===== src/fifo_pkg.sv =====
package fifo_pkg;

   // relation between the write and read port widths
   typedef enum logic [1:0] {
      ASYM_EQUAL  = 2'd0,
      ASYM_W_WIDE = 2'd1,
      ASYM_R_WIDE = 2'd2
   } asym_e;

   function automatic int max_w(input int a, input int b);
      return (a > b) ? a : b;
   endfunction

   function automatic int min_w(input int a, input int b);
      return (a < b) ? a : b;
   endfunction

   // classify a pair of port widths
   function automatic asym_e asym_kind(input int w_data_w, input int r_data_w);
      asym_e kind;
      if (w_data_w > r_data_w) begin
         kind = ASYM_W_WIDE;
      end else if (r_data_w > w_data_w) begin
         kind = ASYM_R_WIDE;
      end else begin
         kind = ASYM_EQUAL;
      end
      return kind;
   endfunction

endpackage


===== src/fifo_ram_2p.sv =====
`timescale 1ns/1ps

module fifo_ram_2p #(
   parameter int DATA_W = 8,
   parameter int LANES = 4,
   parameter int ADDR_W = 4
) (
   input  logic                    clk_i,
   input  logic [LANES-1:0]        w_en_i,
   input  logic [LANES-1:0]        r_en_i,
   input  logic [ADDR_W-1:0]       w_addr_i,
   input  logic [ADDR_W-1:0]       r_addr_i,
   input  logic [LANES*DATA_W-1:0] w_data_i,
   output logic [LANES*DATA_W-1:0] r_data_o
);

   localparam int DEPTH = 2 ** ADDR_W;

   // one independent array per lane
   for (genvar l = 0; l < LANES; l++) begin : g_lane
      logic [DATA_W-1:0] mem [DEPTH];
      logic [DATA_W-1:0] rd_q;

      always_ff @(posedge clk_i) begin
         if (w_en_i[l]) begin
            mem[w_addr_i] <= w_data_i[l*DATA_W +: DATA_W];
         end
      end

      // registered read, lane output holds while not enabled
      always_ff @(posedge clk_i) begin
         if (r_en_i[l]) begin
            rd_q <= mem[r_addr_i];
         end
      end

      assign r_data_o[l*DATA_W +: DATA_W] = rd_q;
   end

endmodule


===== src/fifo_level_ctrl.sv =====
`timescale 1ns/1ps

module fifo_level_ctrl
   import fifo_pkg::*;
#(
   parameter int W_DATA_W = 32,
   parameter int R_DATA_W = 8,
   parameter int ADDR_W = 6,
   localparam int MAXDATA_W = max_w(W_DATA_W, R_DATA_W),
   localparam int MINDATA_W = min_w(W_DATA_W, R_DATA_W),
   localparam int R = MAXDATA_W / MINDATA_W,
   localparam int MINADDR_W = ADDR_W - $clog2(R),
   localparam asym_e KIND = asym_kind(W_DATA_W, R_DATA_W),
   localparam int W_ADDR_W = (KIND == ASYM_W_WIDE) ? MINADDR_W : ADDR_W,
   localparam int R_ADDR_W = (KIND == ASYM_R_WIDE) ? MINADDR_W : ADDR_W
) (
   input  logic                clk_i,
   input  logic                rst_n_i,
   input  logic                w_en_i,
   input  logic                r_en_i,
   output logic                w_full_o,
   output logic                r_empty_o,
   output logic                w_acc_o,
   output logic                r_acc_o,
   output logic [W_ADDR_W-1:0] w_addr_o,
   output logic [R_ADDR_W-1:0] r_addr_o,
   output logic [ADDR_W:0]     level_o
);

   // level steps in narrow units, the wide side moves R at a time
   localparam logic [ADDR_W:0] W_INCR =
      (KIND == ASYM_W_WIDE) ? (ADDR_W+1)'(R) : (ADDR_W+1)'(1);
   localparam logic [ADDR_W:0] R_INCR =
      (KIND == ASYM_R_WIDE) ? (ADDR_W+1)'(R) : (ADDR_W+1)'(1);
   localparam logic [ADDR_W:0] CAPACITY = (ADDR_W+1)'(2 ** ADDR_W);
   localparam logic [ADDR_W:0] FULL_AT = CAPACITY - W_INCR;

   logic                w_acc;
   logic                r_acc;
   logic [W_ADDR_W-1:0] w_ptr_q;
   logic [R_ADDR_W-1:0] r_ptr_q;
   logic [ADDR_W:0]     level_q;
   logic [ADDR_W:0]     level_nxt;
   logic                full_q;
   logic                empty_q;

   // enables only count when the flags allow them
   assign w_acc = w_en_i & ~full_q;
   assign r_acc = r_en_i & ~empty_q;

   always_ff @(posedge clk_i or negedge rst_n_i) begin
      if (!rst_n_i) begin
         w_ptr_q <= '0;
         r_ptr_q <= '0;
      end else begin
         if (w_acc) begin
            w_ptr_q <= w_ptr_q + 1'b1;
         end
         if (r_acc) begin
            r_ptr_q <= r_ptr_q + 1'b1;
         end
      end
   end

   // both sides may act in the same cycle
   always_comb begin
      level_nxt = level_q;
      if (w_acc) begin
         level_nxt = level_nxt + W_INCR;
      end
      if (r_acc) begin
         level_nxt = level_nxt - R_INCR;
      end
   end

   // flags follow the next level so they are valid right after the edge
   always_ff @(posedge clk_i or negedge rst_n_i) begin
      if (!rst_n_i) begin
         level_q <= '0;
         full_q  <= 1'b0;
         empty_q <= 1'b1;
      end else begin
         level_q <= level_nxt;
         full_q  <= level_nxt > FULL_AT;
         empty_q <= level_nxt < R_INCR;
      end
   end

   assign w_acc_o   = w_acc;
   assign r_acc_o   = r_acc;
   assign w_addr_o  = w_ptr_q;
   assign r_addr_o  = r_ptr_q;
   assign level_o   = level_q;
   assign w_full_o  = full_q;
   assign r_empty_o = empty_q;

endmodule


===== src/fifo_asym_converter.sv =====
`timescale 1ns/1ps

module fifo_asym_converter
   import fifo_pkg::*;
#(
   parameter int W_DATA_W = 32,
   parameter int R_DATA_W = 8,
   parameter int ADDR_W = 6,
   localparam int MAXDATA_W = max_w(W_DATA_W, R_DATA_W),
   localparam int MINDATA_W = min_w(W_DATA_W, R_DATA_W),
   localparam int R = MAXDATA_W / MINDATA_W,
   localparam int LOG2_R = $clog2(R),
   localparam int MINADDR_W = ADDR_W - LOG2_R,
   localparam asym_e KIND = asym_kind(W_DATA_W, R_DATA_W),
   localparam int W_ADDR_W = (KIND == ASYM_W_WIDE) ? MINADDR_W : ADDR_W,
   localparam int R_ADDR_W = (KIND == ASYM_R_WIDE) ? MINADDR_W : ADDR_W
) (
   input  logic                 clk_i,
   input  logic                 rst_n_i,
   input  logic                 w_acc_i,
   input  logic                 r_acc_i,
   input  logic [W_ADDR_W-1:0]  w_addr_i,
   input  logic [R_ADDR_W-1:0]  r_addr_i,
   input  logic [W_DATA_W-1:0]  w_data_i,
   output logic [R_DATA_W-1:0]  r_data_o,
   output logic [R-1:0]         ram_w_en_o,
   output logic [R-1:0]         ram_r_en_o,
   output logic [MINADDR_W-1:0] ram_w_addr_o,
   output logic [MINADDR_W-1:0] ram_r_addr_o,
   output logic [MAXDATA_W-1:0] ram_w_data_o,
   input  logic [MAXDATA_W-1:0] ram_r_data_i
);

   logic [R_DATA_W-1:0] r_data_sel;
   logic                r_valid_q;

   // write side
   if (KIND == ASYM_R_WIDE) begin : g_w_narrow
      // low pointer bits pick the lane, upper bits address it
      assign ram_w_en_o   = w_acc_i ? (R'(1) << w_addr_i[LOG2_R-1:0]) : '0;
      assign ram_w_addr_o = w_addr_i[ADDR_W-1:LOG2_R];
      // same unit on every lane, only the enabled one stores it
      assign ram_w_data_o = {R{w_data_i}};
   end else begin : g_w_wide
      // whole word across all lanes, lowest unit in lane 0
      assign ram_w_en_o   = {R{w_acc_i}};
      assign ram_w_addr_o = w_addr_i;
      assign ram_w_data_o = w_data_i;
   end

   // read side
   if (KIND == ASYM_W_WIDE) begin : g_r_narrow
      logic [LOG2_R-1:0] r_lane_q;

      assign ram_r_en_o   = r_acc_i ? (R'(1) << r_addr_i[LOG2_R-1:0]) : '0;
      assign ram_r_addr_o = r_addr_i[ADDR_W-1:LOG2_R];

      // lane select kept for the returning data, one cycle behind
      always_ff @(posedge clk_i or negedge rst_n_i) begin
         if (!rst_n_i) begin
            r_lane_q <= '0;
         end else if (r_acc_i) begin
            r_lane_q <= r_addr_i[LOG2_R-1:0];
         end
      end

      assign r_data_sel = ram_r_data_i[r_lane_q*MINDATA_W +: MINDATA_W];
   end else begin : g_r_wide
      // oldest unit ends up in the low bits
      assign ram_r_en_o   = {R{r_acc_i}};
      assign ram_r_addr_o = r_addr_i;
      assign r_data_sel   = ram_r_data_i;
   end

   // output stays at zero until the first read returns
   always_ff @(posedge clk_i or negedge rst_n_i) begin
      if (!rst_n_i) begin
         r_valid_q <= 1'b0;
      end else if (r_acc_i) begin
         r_valid_q <= 1'b1;
      end
   end

   // held between reads since unread lanes keep their output
   assign r_data_o = r_valid_q ? r_data_sel : '0;

endmodule


===== src/fifo_asym_top.sv =====
`timescale 1ns/1ps

module fifo_asym_top
   import fifo_pkg::*;
#(
   parameter int W_DATA_W = 32,
   parameter int R_DATA_W = 8,
   parameter int ADDR_W = 6
) (
   input  logic                clk_i,
   input  logic                rst_n_i,
   input  logic                w_en_i,
   input  logic [W_DATA_W-1:0] w_data_i,
   output logic                w_full_o,
   input  logic                r_en_i,
   output logic [R_DATA_W-1:0] r_data_o,
   output logic                r_empty_o,
   output logic [ADDR_W:0]     level_o
);

   localparam int MAXDATA_W = max_w(W_DATA_W, R_DATA_W);
   localparam int MINDATA_W = min_w(W_DATA_W, R_DATA_W);
   localparam int R = MAXDATA_W / MINDATA_W;
   localparam int MINADDR_W = ADDR_W - $clog2(R);
   localparam asym_e KIND = asym_kind(W_DATA_W, R_DATA_W);
   localparam int W_ADDR_W = (KIND == ASYM_W_WIDE) ? MINADDR_W : ADDR_W;
   localparam int R_ADDR_W = (KIND == ASYM_R_WIDE) ? MINADDR_W : ADDR_W;

   logic                 w_acc;
   logic                 r_acc;
   logic [W_ADDR_W-1:0]  w_addr;
   logic [R_ADDR_W-1:0]  r_addr;
   logic [R-1:0]         ram_w_en;
   logic [R-1:0]         ram_r_en;
   logic [MINADDR_W-1:0] ram_w_addr;
   logic [MINADDR_W-1:0] ram_r_addr;
   logic [MAXDATA_W-1:0] ram_w_data;
   logic [MAXDATA_W-1:0] ram_r_data;

   fifo_level_ctrl #(
      .W_DATA_W(W_DATA_W),
      .R_DATA_W(R_DATA_W),
      .ADDR_W  (ADDR_W)
   ) u_ctrl (
      .clk_i    (clk_i),
      .rst_n_i  (rst_n_i),
      .w_en_i   (w_en_i),
      .r_en_i   (r_en_i),
      .w_full_o (w_full_o),
      .r_empty_o(r_empty_o),
      .w_acc_o  (w_acc),
      .r_acc_o  (r_acc),
      .w_addr_o (w_addr),
      .r_addr_o (r_addr),
      .level_o  (level_o)
   );

   fifo_asym_converter #(
      .W_DATA_W(W_DATA_W),
      .R_DATA_W(R_DATA_W),
      .ADDR_W  (ADDR_W)
   ) u_conv (
      .clk_i       (clk_i),
      .rst_n_i     (rst_n_i),
      .w_acc_i     (w_acc),
      .r_acc_i     (r_acc),
      .w_addr_i    (w_addr),
      .r_addr_i    (r_addr),
      .w_data_i    (w_data_i),
      .r_data_o    (r_data_o),
      .ram_w_en_o  (ram_w_en),
      .ram_r_en_o  (ram_r_en),
      .ram_w_addr_o(ram_w_addr),
      .ram_r_addr_o(ram_r_addr),
      .ram_w_data_o(ram_w_data),
      .ram_r_data_i(ram_r_data)
   );

   // one lane per narrow unit of the wide side
   fifo_ram_2p #(
      .DATA_W(MINDATA_W),
      .LANES (R),
      .ADDR_W(MINADDR_W)
   ) u_ram (
      .clk_i   (clk_i),
      .w_en_i  (ram_w_en),
      .r_en_i  (ram_r_en),
      .w_addr_i(ram_w_addr),
      .r_addr_i(ram_r_addr),
      .w_data_i(ram_w_data),
      .r_data_o(ram_r_data)
   );

endmodule


===== config.mk =====
export PLATFORM = sky130hd
export DESIGN_NAME = fifo_asym_top
export DESIGN_NICKNAME = d
export VERILOG_FILES = /design/src/fifo_pkg.sv /design/src/fifo_ram_2p.sv /design/src/fifo_level_ctrl.sv /design/src/fifo_asym_converter.sv /design/src/fifo_asym_top.sv
export SDC_FILE = /design/constraint.sdc
export NUM_CORES = 1
export LEC_CHECK = 0
export ABC_CLOCK_PERIOD_IN_PS = 2400
export CORE_MARGIN = 2
export CORE_UTILIZATION = 55
export DETAILED_ROUTE_END_ITERATION = 7
export DONT_BUFFER_PORTS = 1
export PLACE_DENSITY = 0.76
export SYNTH_ARGS = -nofsm -noshare
export SYNTH_HDL_FRONTEND = slang
export SYNTH_SLANG_ARGS = --single-unit
export TNS_END_PERCENT = 1

===== constraint.sdc =====
create_clock -name clk_i -period 2.4 [get_ports clk_i]
set_input_delay 0.24 -clock clk_i [delete_from_list [all_inputs] [get_ports clk_i]]
set_output_delay 0.24 -clock clk_i [all_outputs]
set_load 0.005 [all_outputs]

# Yosys cells after proc, flatten, opt, wreduce, memory -nomap -nowiden
# Memory sizes are Yosys's and may differ from the RTL's. A register that Yosys moved wholly into a read port is not among the register bits.
# Cells that the tools add are included.
# op_classes
n_addsub	4
n_lt_le_gt_ge	2
shifts	2
mux	6
n_bitwise	4
# op_table
cell	n
$shiftx 32x6->8	1
$mux 7	2
$mux 8	1
$add 7x3->7 const B	1
$gt 7x6->1 const B	1
$lt 7x1->1 const B	1
$sub 7x1->7 const B	1
$add 6x1->6 const B	1
$add 4x1->4 const B	1
$mux 4	1
$shl 1x2->4 const A	1
$and 1x1->1	2
$mux 1	2
$not 1->1	2
# totals
register_bits	22
ram_bits	512
inputBits	36
n_memories	4
# memory_table
memory	depth	width	read_ports	rd_ports_with_merged_regs	write_ports	line	source
u_ram.g_lane[0].mem	16	8	1	1	1	fifo_ram_2p.sv:21	logic [DATA_W-1:0] mem [DEPTH];
u_ram.g_lane[1].mem	16	8	1	1	1	fifo_ram_2p.sv:21	
u_ram.g_lane[2].mem	16	8	1	1	1	fifo_ram_2p.sv:21	
u_ram.g_lane[3].mem	16	8	1	1	1	fifo_ram_2p.sv:21	

# Logic depth before layout (Yosys ltp)
# logic_depth
depth_word	6
mapped_depth	7
depth_no_buf	7

# Hierarchy
# A second synthesis with hierarchy kept.
# hier_totals
hier_cells	1077
hier_area_um2	22243.8
# modules_own_cells
module	instances	cells_per_inst	area_each_um2	seq_area_each_um2
fifo_ram_2p	1	905	20564.7	16335.7
fifo_level_ctrl	1	87	962.2	476.7
fifo_asym_converter	1	85	716.9	75.1

# Least setup slack after synthesis
# OpenSTA, ideal clock, no wires.
# synth_path
path_type	register to register
start	reg u_ctrl.full_q, in the netlist u_ctrl.w_full_o
end	mem u_ram.g_lane[0].mem[0][0], enable pin
setup_time_ps	392
arrival_time_ps	2043
required_time_ps	2008
setup_slack_ps	-35
stages_incl_launch_ff	6
path_buffers	2
period_less_slack_ps	2435
path_cell_list	dfrtp_1 nor2b_1 buf_2 clkbuf_1 nor3b_1 and2_1
# synth_via
elab_chain_cells	4
# synth_rtl
element	line	source
start, declared	fifo_level_ctrl.sv:44	logic full_q;
start signal, assigned	fifo_level_ctrl.sv:84	full_q <= level_nxt > FULL_AT;
$not 1->1	fifo_level_ctrl.sv:48	assign w_acc = w_en_i & ~full_q;
$and 1x1->1	fifo_level_ctrl.sv:48	
$mux 1	fifo_ram_2p.sv:25	if (w_en_i[l]) begin
$mux 1 (implied by the code)	fifo_ram_2p.sv:26	mem[w_addr_i] <= w_data_i[l*DATA_W +: DATA_W];
end, declared	fifo_ram_2p.sv:21	
# No other way between the ends.

==> metrics.txt <==
Comb pwr share 25.9%; Power Total 28.1 mW; GRT Total Usage 23.5%; cell internal pwr 20.5 mW; cells along the critical path buf_12, mux4_2, mux4_2; worst setup margin 145 ps; Net Sw Frac 27.1%; Seq pwr share a little under half; initial drt markers 1077; Unique masters post-synth 33; Max Cap Viol 0; Mean Syn Cell Area 24.5 um2; Sw Pwr 7.61 mW; ANT nets after route 0; YS warnings 0; initial antenna violation count 2; routability cong. roughly 0.8; FP Rows 72; delay-heaviest family, CP multiplexers; Crit. End Element flop; Worst EP arrival ~2600 ps; Relative slew margins between 30% and 40%; critical setup path kind reg2reg; outcome complete, no violations; CP max-delay cell dfrtp_4; final hold vios 0; DRC 0; nets@finish 1029; Vias 9760; first-pass GRT wire length 68100 um; fin area 24900 um2; RSZ-0062 raised after global routing false; Seq/Total Area, Yosys between 70% and 80%; Area Growth Syn to Fin 14.9%; clk root buf clkbuf_16; DRT Pass-1 Iters 5; synthesized cell area 21700 um2; Worst Tran Pin Value 1040 ps; Buf/Inv on CP 1; Core Area 38700 um2; pre-CTS setup slack 148 ps; CTS Buffer Depth 3; Critical Path Most Common Cell mux4_2; initial core utilization 56.0%; DP Wirelength roughly 25000 um; CTS tree done; layout cell share with drive strength beyond 1 between 30% and 40%; CTS sink cnt 566; clock skew 17.8 ps; fill count 2436; top-level I/O count 53; H-Tree Level Count 2; vias in the first global route 10200; Die Width 203 um; Max FO, Critical Path 20; setup_tns 0 ps; GRT Residual Overflow 0; total setup buffers inserted after CTS 0; flops & latches, synth 566; max-slew violation count 0; Post-DP Area around 23000 um2; Final Routed Wirelength 46500 um; HP Class in2reg; P_leak slightly below 8 nW; Synth Net Count 931; Port-buffer cells 0; worst-skew pair later-pin latency 610 ps; maximum vdd drop 719 uV; Max Fclk around 0.44 GHz; Util after Layout approximately 64%; endpoints failing setup 0; Pwr Density 1130 nW/um2; Tcrit/Tclk final 93.9%; vias per cell 6.31; largest net degree at the start of global routing 53; startpoint types flop; chip height 203 um; Period minus WS final 2250 ps; Worst-path clk slew 60 ps; Critical Path Max Stage Delay 660 ps; Die ar. about 40000 um2; Num CTS Buffers 54; critical path required time 2740 ps; clock power share 28.7%; WL/cell 30.1 um; Cells after Synth 885
## metrics by stage
step,cells,hold WS (ps)
3_3_place_gp,1412,-55.0
4_1_cts,1546,69.1
2_1_floorplan,885,-55.6
6_report,1547,95.4
3_5_place_dp,1412,-55.0
5_1_grt,1546,104
## cells by family after synthesis
| kind of cell | Yosys count | share of synthesized area, % |
|---|---|---|
| AOI/OAI and AO/OA | 6 | 0.173 |
| muxes | 171 | 17.6 |
| xor gates and xnor gates | 19 | 0.768 |
| buffers and inverters | 51 | 1.28 |
| and+or+nand+nor | 62 | 1.69 |
| adders and majority gates | 10 | 0.577 |
| DFF | 566 | 77.9 |
## Yosys cell counts, drive strengths merged
library cell | number | area (um2)
clkbuf | 21 | 78.8
and2 | 28 | 175
and3b | 1 | 8.76
inv | 7 | 26.3
a21oi | 2 | 10.0
o31ai | 1 | 7.51
buf | 23 | 171
nor4 | 1 | 6.26
xnor2 | 13 | 114
nand3 | 2 | 10.0
nand3b | 2 | 15.0
o21ai | 2 | 10.0
nor3b | 1 | 7.51
mux4 | 168 | 3780
xor2 | 6 | 52.6
nor2b | 3 | 18.8
edfxtp | 544 | 16300
mux2i | 1 | 10.0
a41o | 1 | 10.0
and3 | 2 | 12.5
ha | 10 | 125
or2 | 1 | 6.26
dfrtp | 21 | 526
mux2 | 2 | 22.5
nand2 | 8 | 30.0
nor4b | 2 | 23.8
nand4 | 4 | 25.0
nor2 | 7 | 26.3
dfstp | 1 | 26.3
## area by class of cell
cell class | instances | area [um2] | share of cell area (%)
antenna | 1 | 2.50 | 0.0100
clock buffer | 69 | 1430 | 5.74
clock inverter | 32 | 249 | 1.00
inverter | 7 | 26.3 | 0.106
tap | 518 | 648 | 2.60
sequential | 566 | 16900 | 67.9
timing repair buffer | 86 | 1120 | 4.48
multi-input combinational | 268 | 4530 | 18.2
## flip-flops by register name, indices dropped and copies added (netlist names)
register                    count
u_ram.g_lane.rd_q              32
u_ctrl.w_addr_o                 4
u_ctrl.r_addr_o                 6
u_ctrl.w_full_o                 1
u_conv.g_r_narrow.r_lane_q      2
u_conv.r_valid_q                1
u_ctrl.r_empty_o                1
u_ram.g_lane.mem              512
u_ctrl.level_o                  7
## final timing paths
kind	startpoint	endpoint	depth (start not counted)	slack [ps]
setup / recovery	u_ctrl.r_addr_o[2]	u_ram.g_lane[0].rd_q[6]	3	150
hold / removal	w_en_i	u_ctrl.w_addr_o[0]	3	100
setup reg to reg	u_ctrl.r_addr_o[2]	u_ram.g_lane[0].rd_q[6]	3	150
hold reg to reg	u_ctrl.w_addr_o[3]	u_ctrl.w_addr_o[3]	1	550
max in group asynchronous	rst_n_i	u_ctrl.r_addr_o[3]	1	1380
min in group asynchronous	rst_n_i	u_conv.g_r_narrow.r_lane_q[1]	1	270
## per-layer routing
layer / track usage, % / vias to the layer above / share of wire [%]
met5: 0 / - / 0
met4: 7.35 / 0 / 2.4
met3: 3.96 / 77 / 7.5
met2: 40.0 / 472 / 52
met1: 31.4 / 5247 / 38
li1: - / 3964 / -
## tightest hold or removal path, stage by stage
cell	delay [ps]
nor2b_1	140
buf_12	150
xnor2_1	120
## placed cells by master, fill, tap and decap left out, types with 2 or more instances in the layout
| master | count |
|---|---|
| dfrtp_2 | 3 |
| edfxtp_1 | 544 |
| nor2_1 | 7 |
| dfrtp_4 | 2 |
| buf_4 | 22 |
| buf_12 | 31 |
| ha_1 | 10 |
| nand3b_1 | 2 |
| inv_1 | 7 |
| clkbuf_1 | 14 |
| nand3_1 | 2 |
| and2_1 | 12 |
| clkinvlp_4 | 3 |
| o21ai_0 | 2 |
| nand2_1 | 8 |
| clkinv_1 | 13 |
| clkinv_2 | 10 |
| dfrtp_1 | 16 |
| nor2b_1 | 3 |
| xor2_1 | 6 |
| dlygate4sd3_1 | 33 |
| a21oi_1 | 2 |
| bufinv_16 | 3 |
| nand4_1 | 4 |
| and2_2 | 16 |
| mux4_2 | 168 |
| clkbuf_16 | 55 |
| xnor2_1 | 13 |
| and3_1 | 2 |
| inv_6 | 2 |
## power groups by stage
| stage | sequential (mW) | combinational [mW] | clock, mW |
|---|---|---|---|
| floorplan | 12.4 | 5.45 | 0 |
| global placement | 12.9 | 6.98 | 0 |
| detailed placement | 12.9 | 7.09 | 0 |
| CTS | 12.8 | 7.38 | 8.20 |
| global route | 12.8 | 7.73 | 8.54 |
| finish | 12.8 | 7.27 | 8.07 |
## repair_timing
item,4_1_cts,5_1_grt
hold endpoints to repair,534,0
resized for setup,1,0
hold buffers,33,0
endpoints found under the setup margin,5,0
No activity file was read; power rests on OpenSTA's default activity.
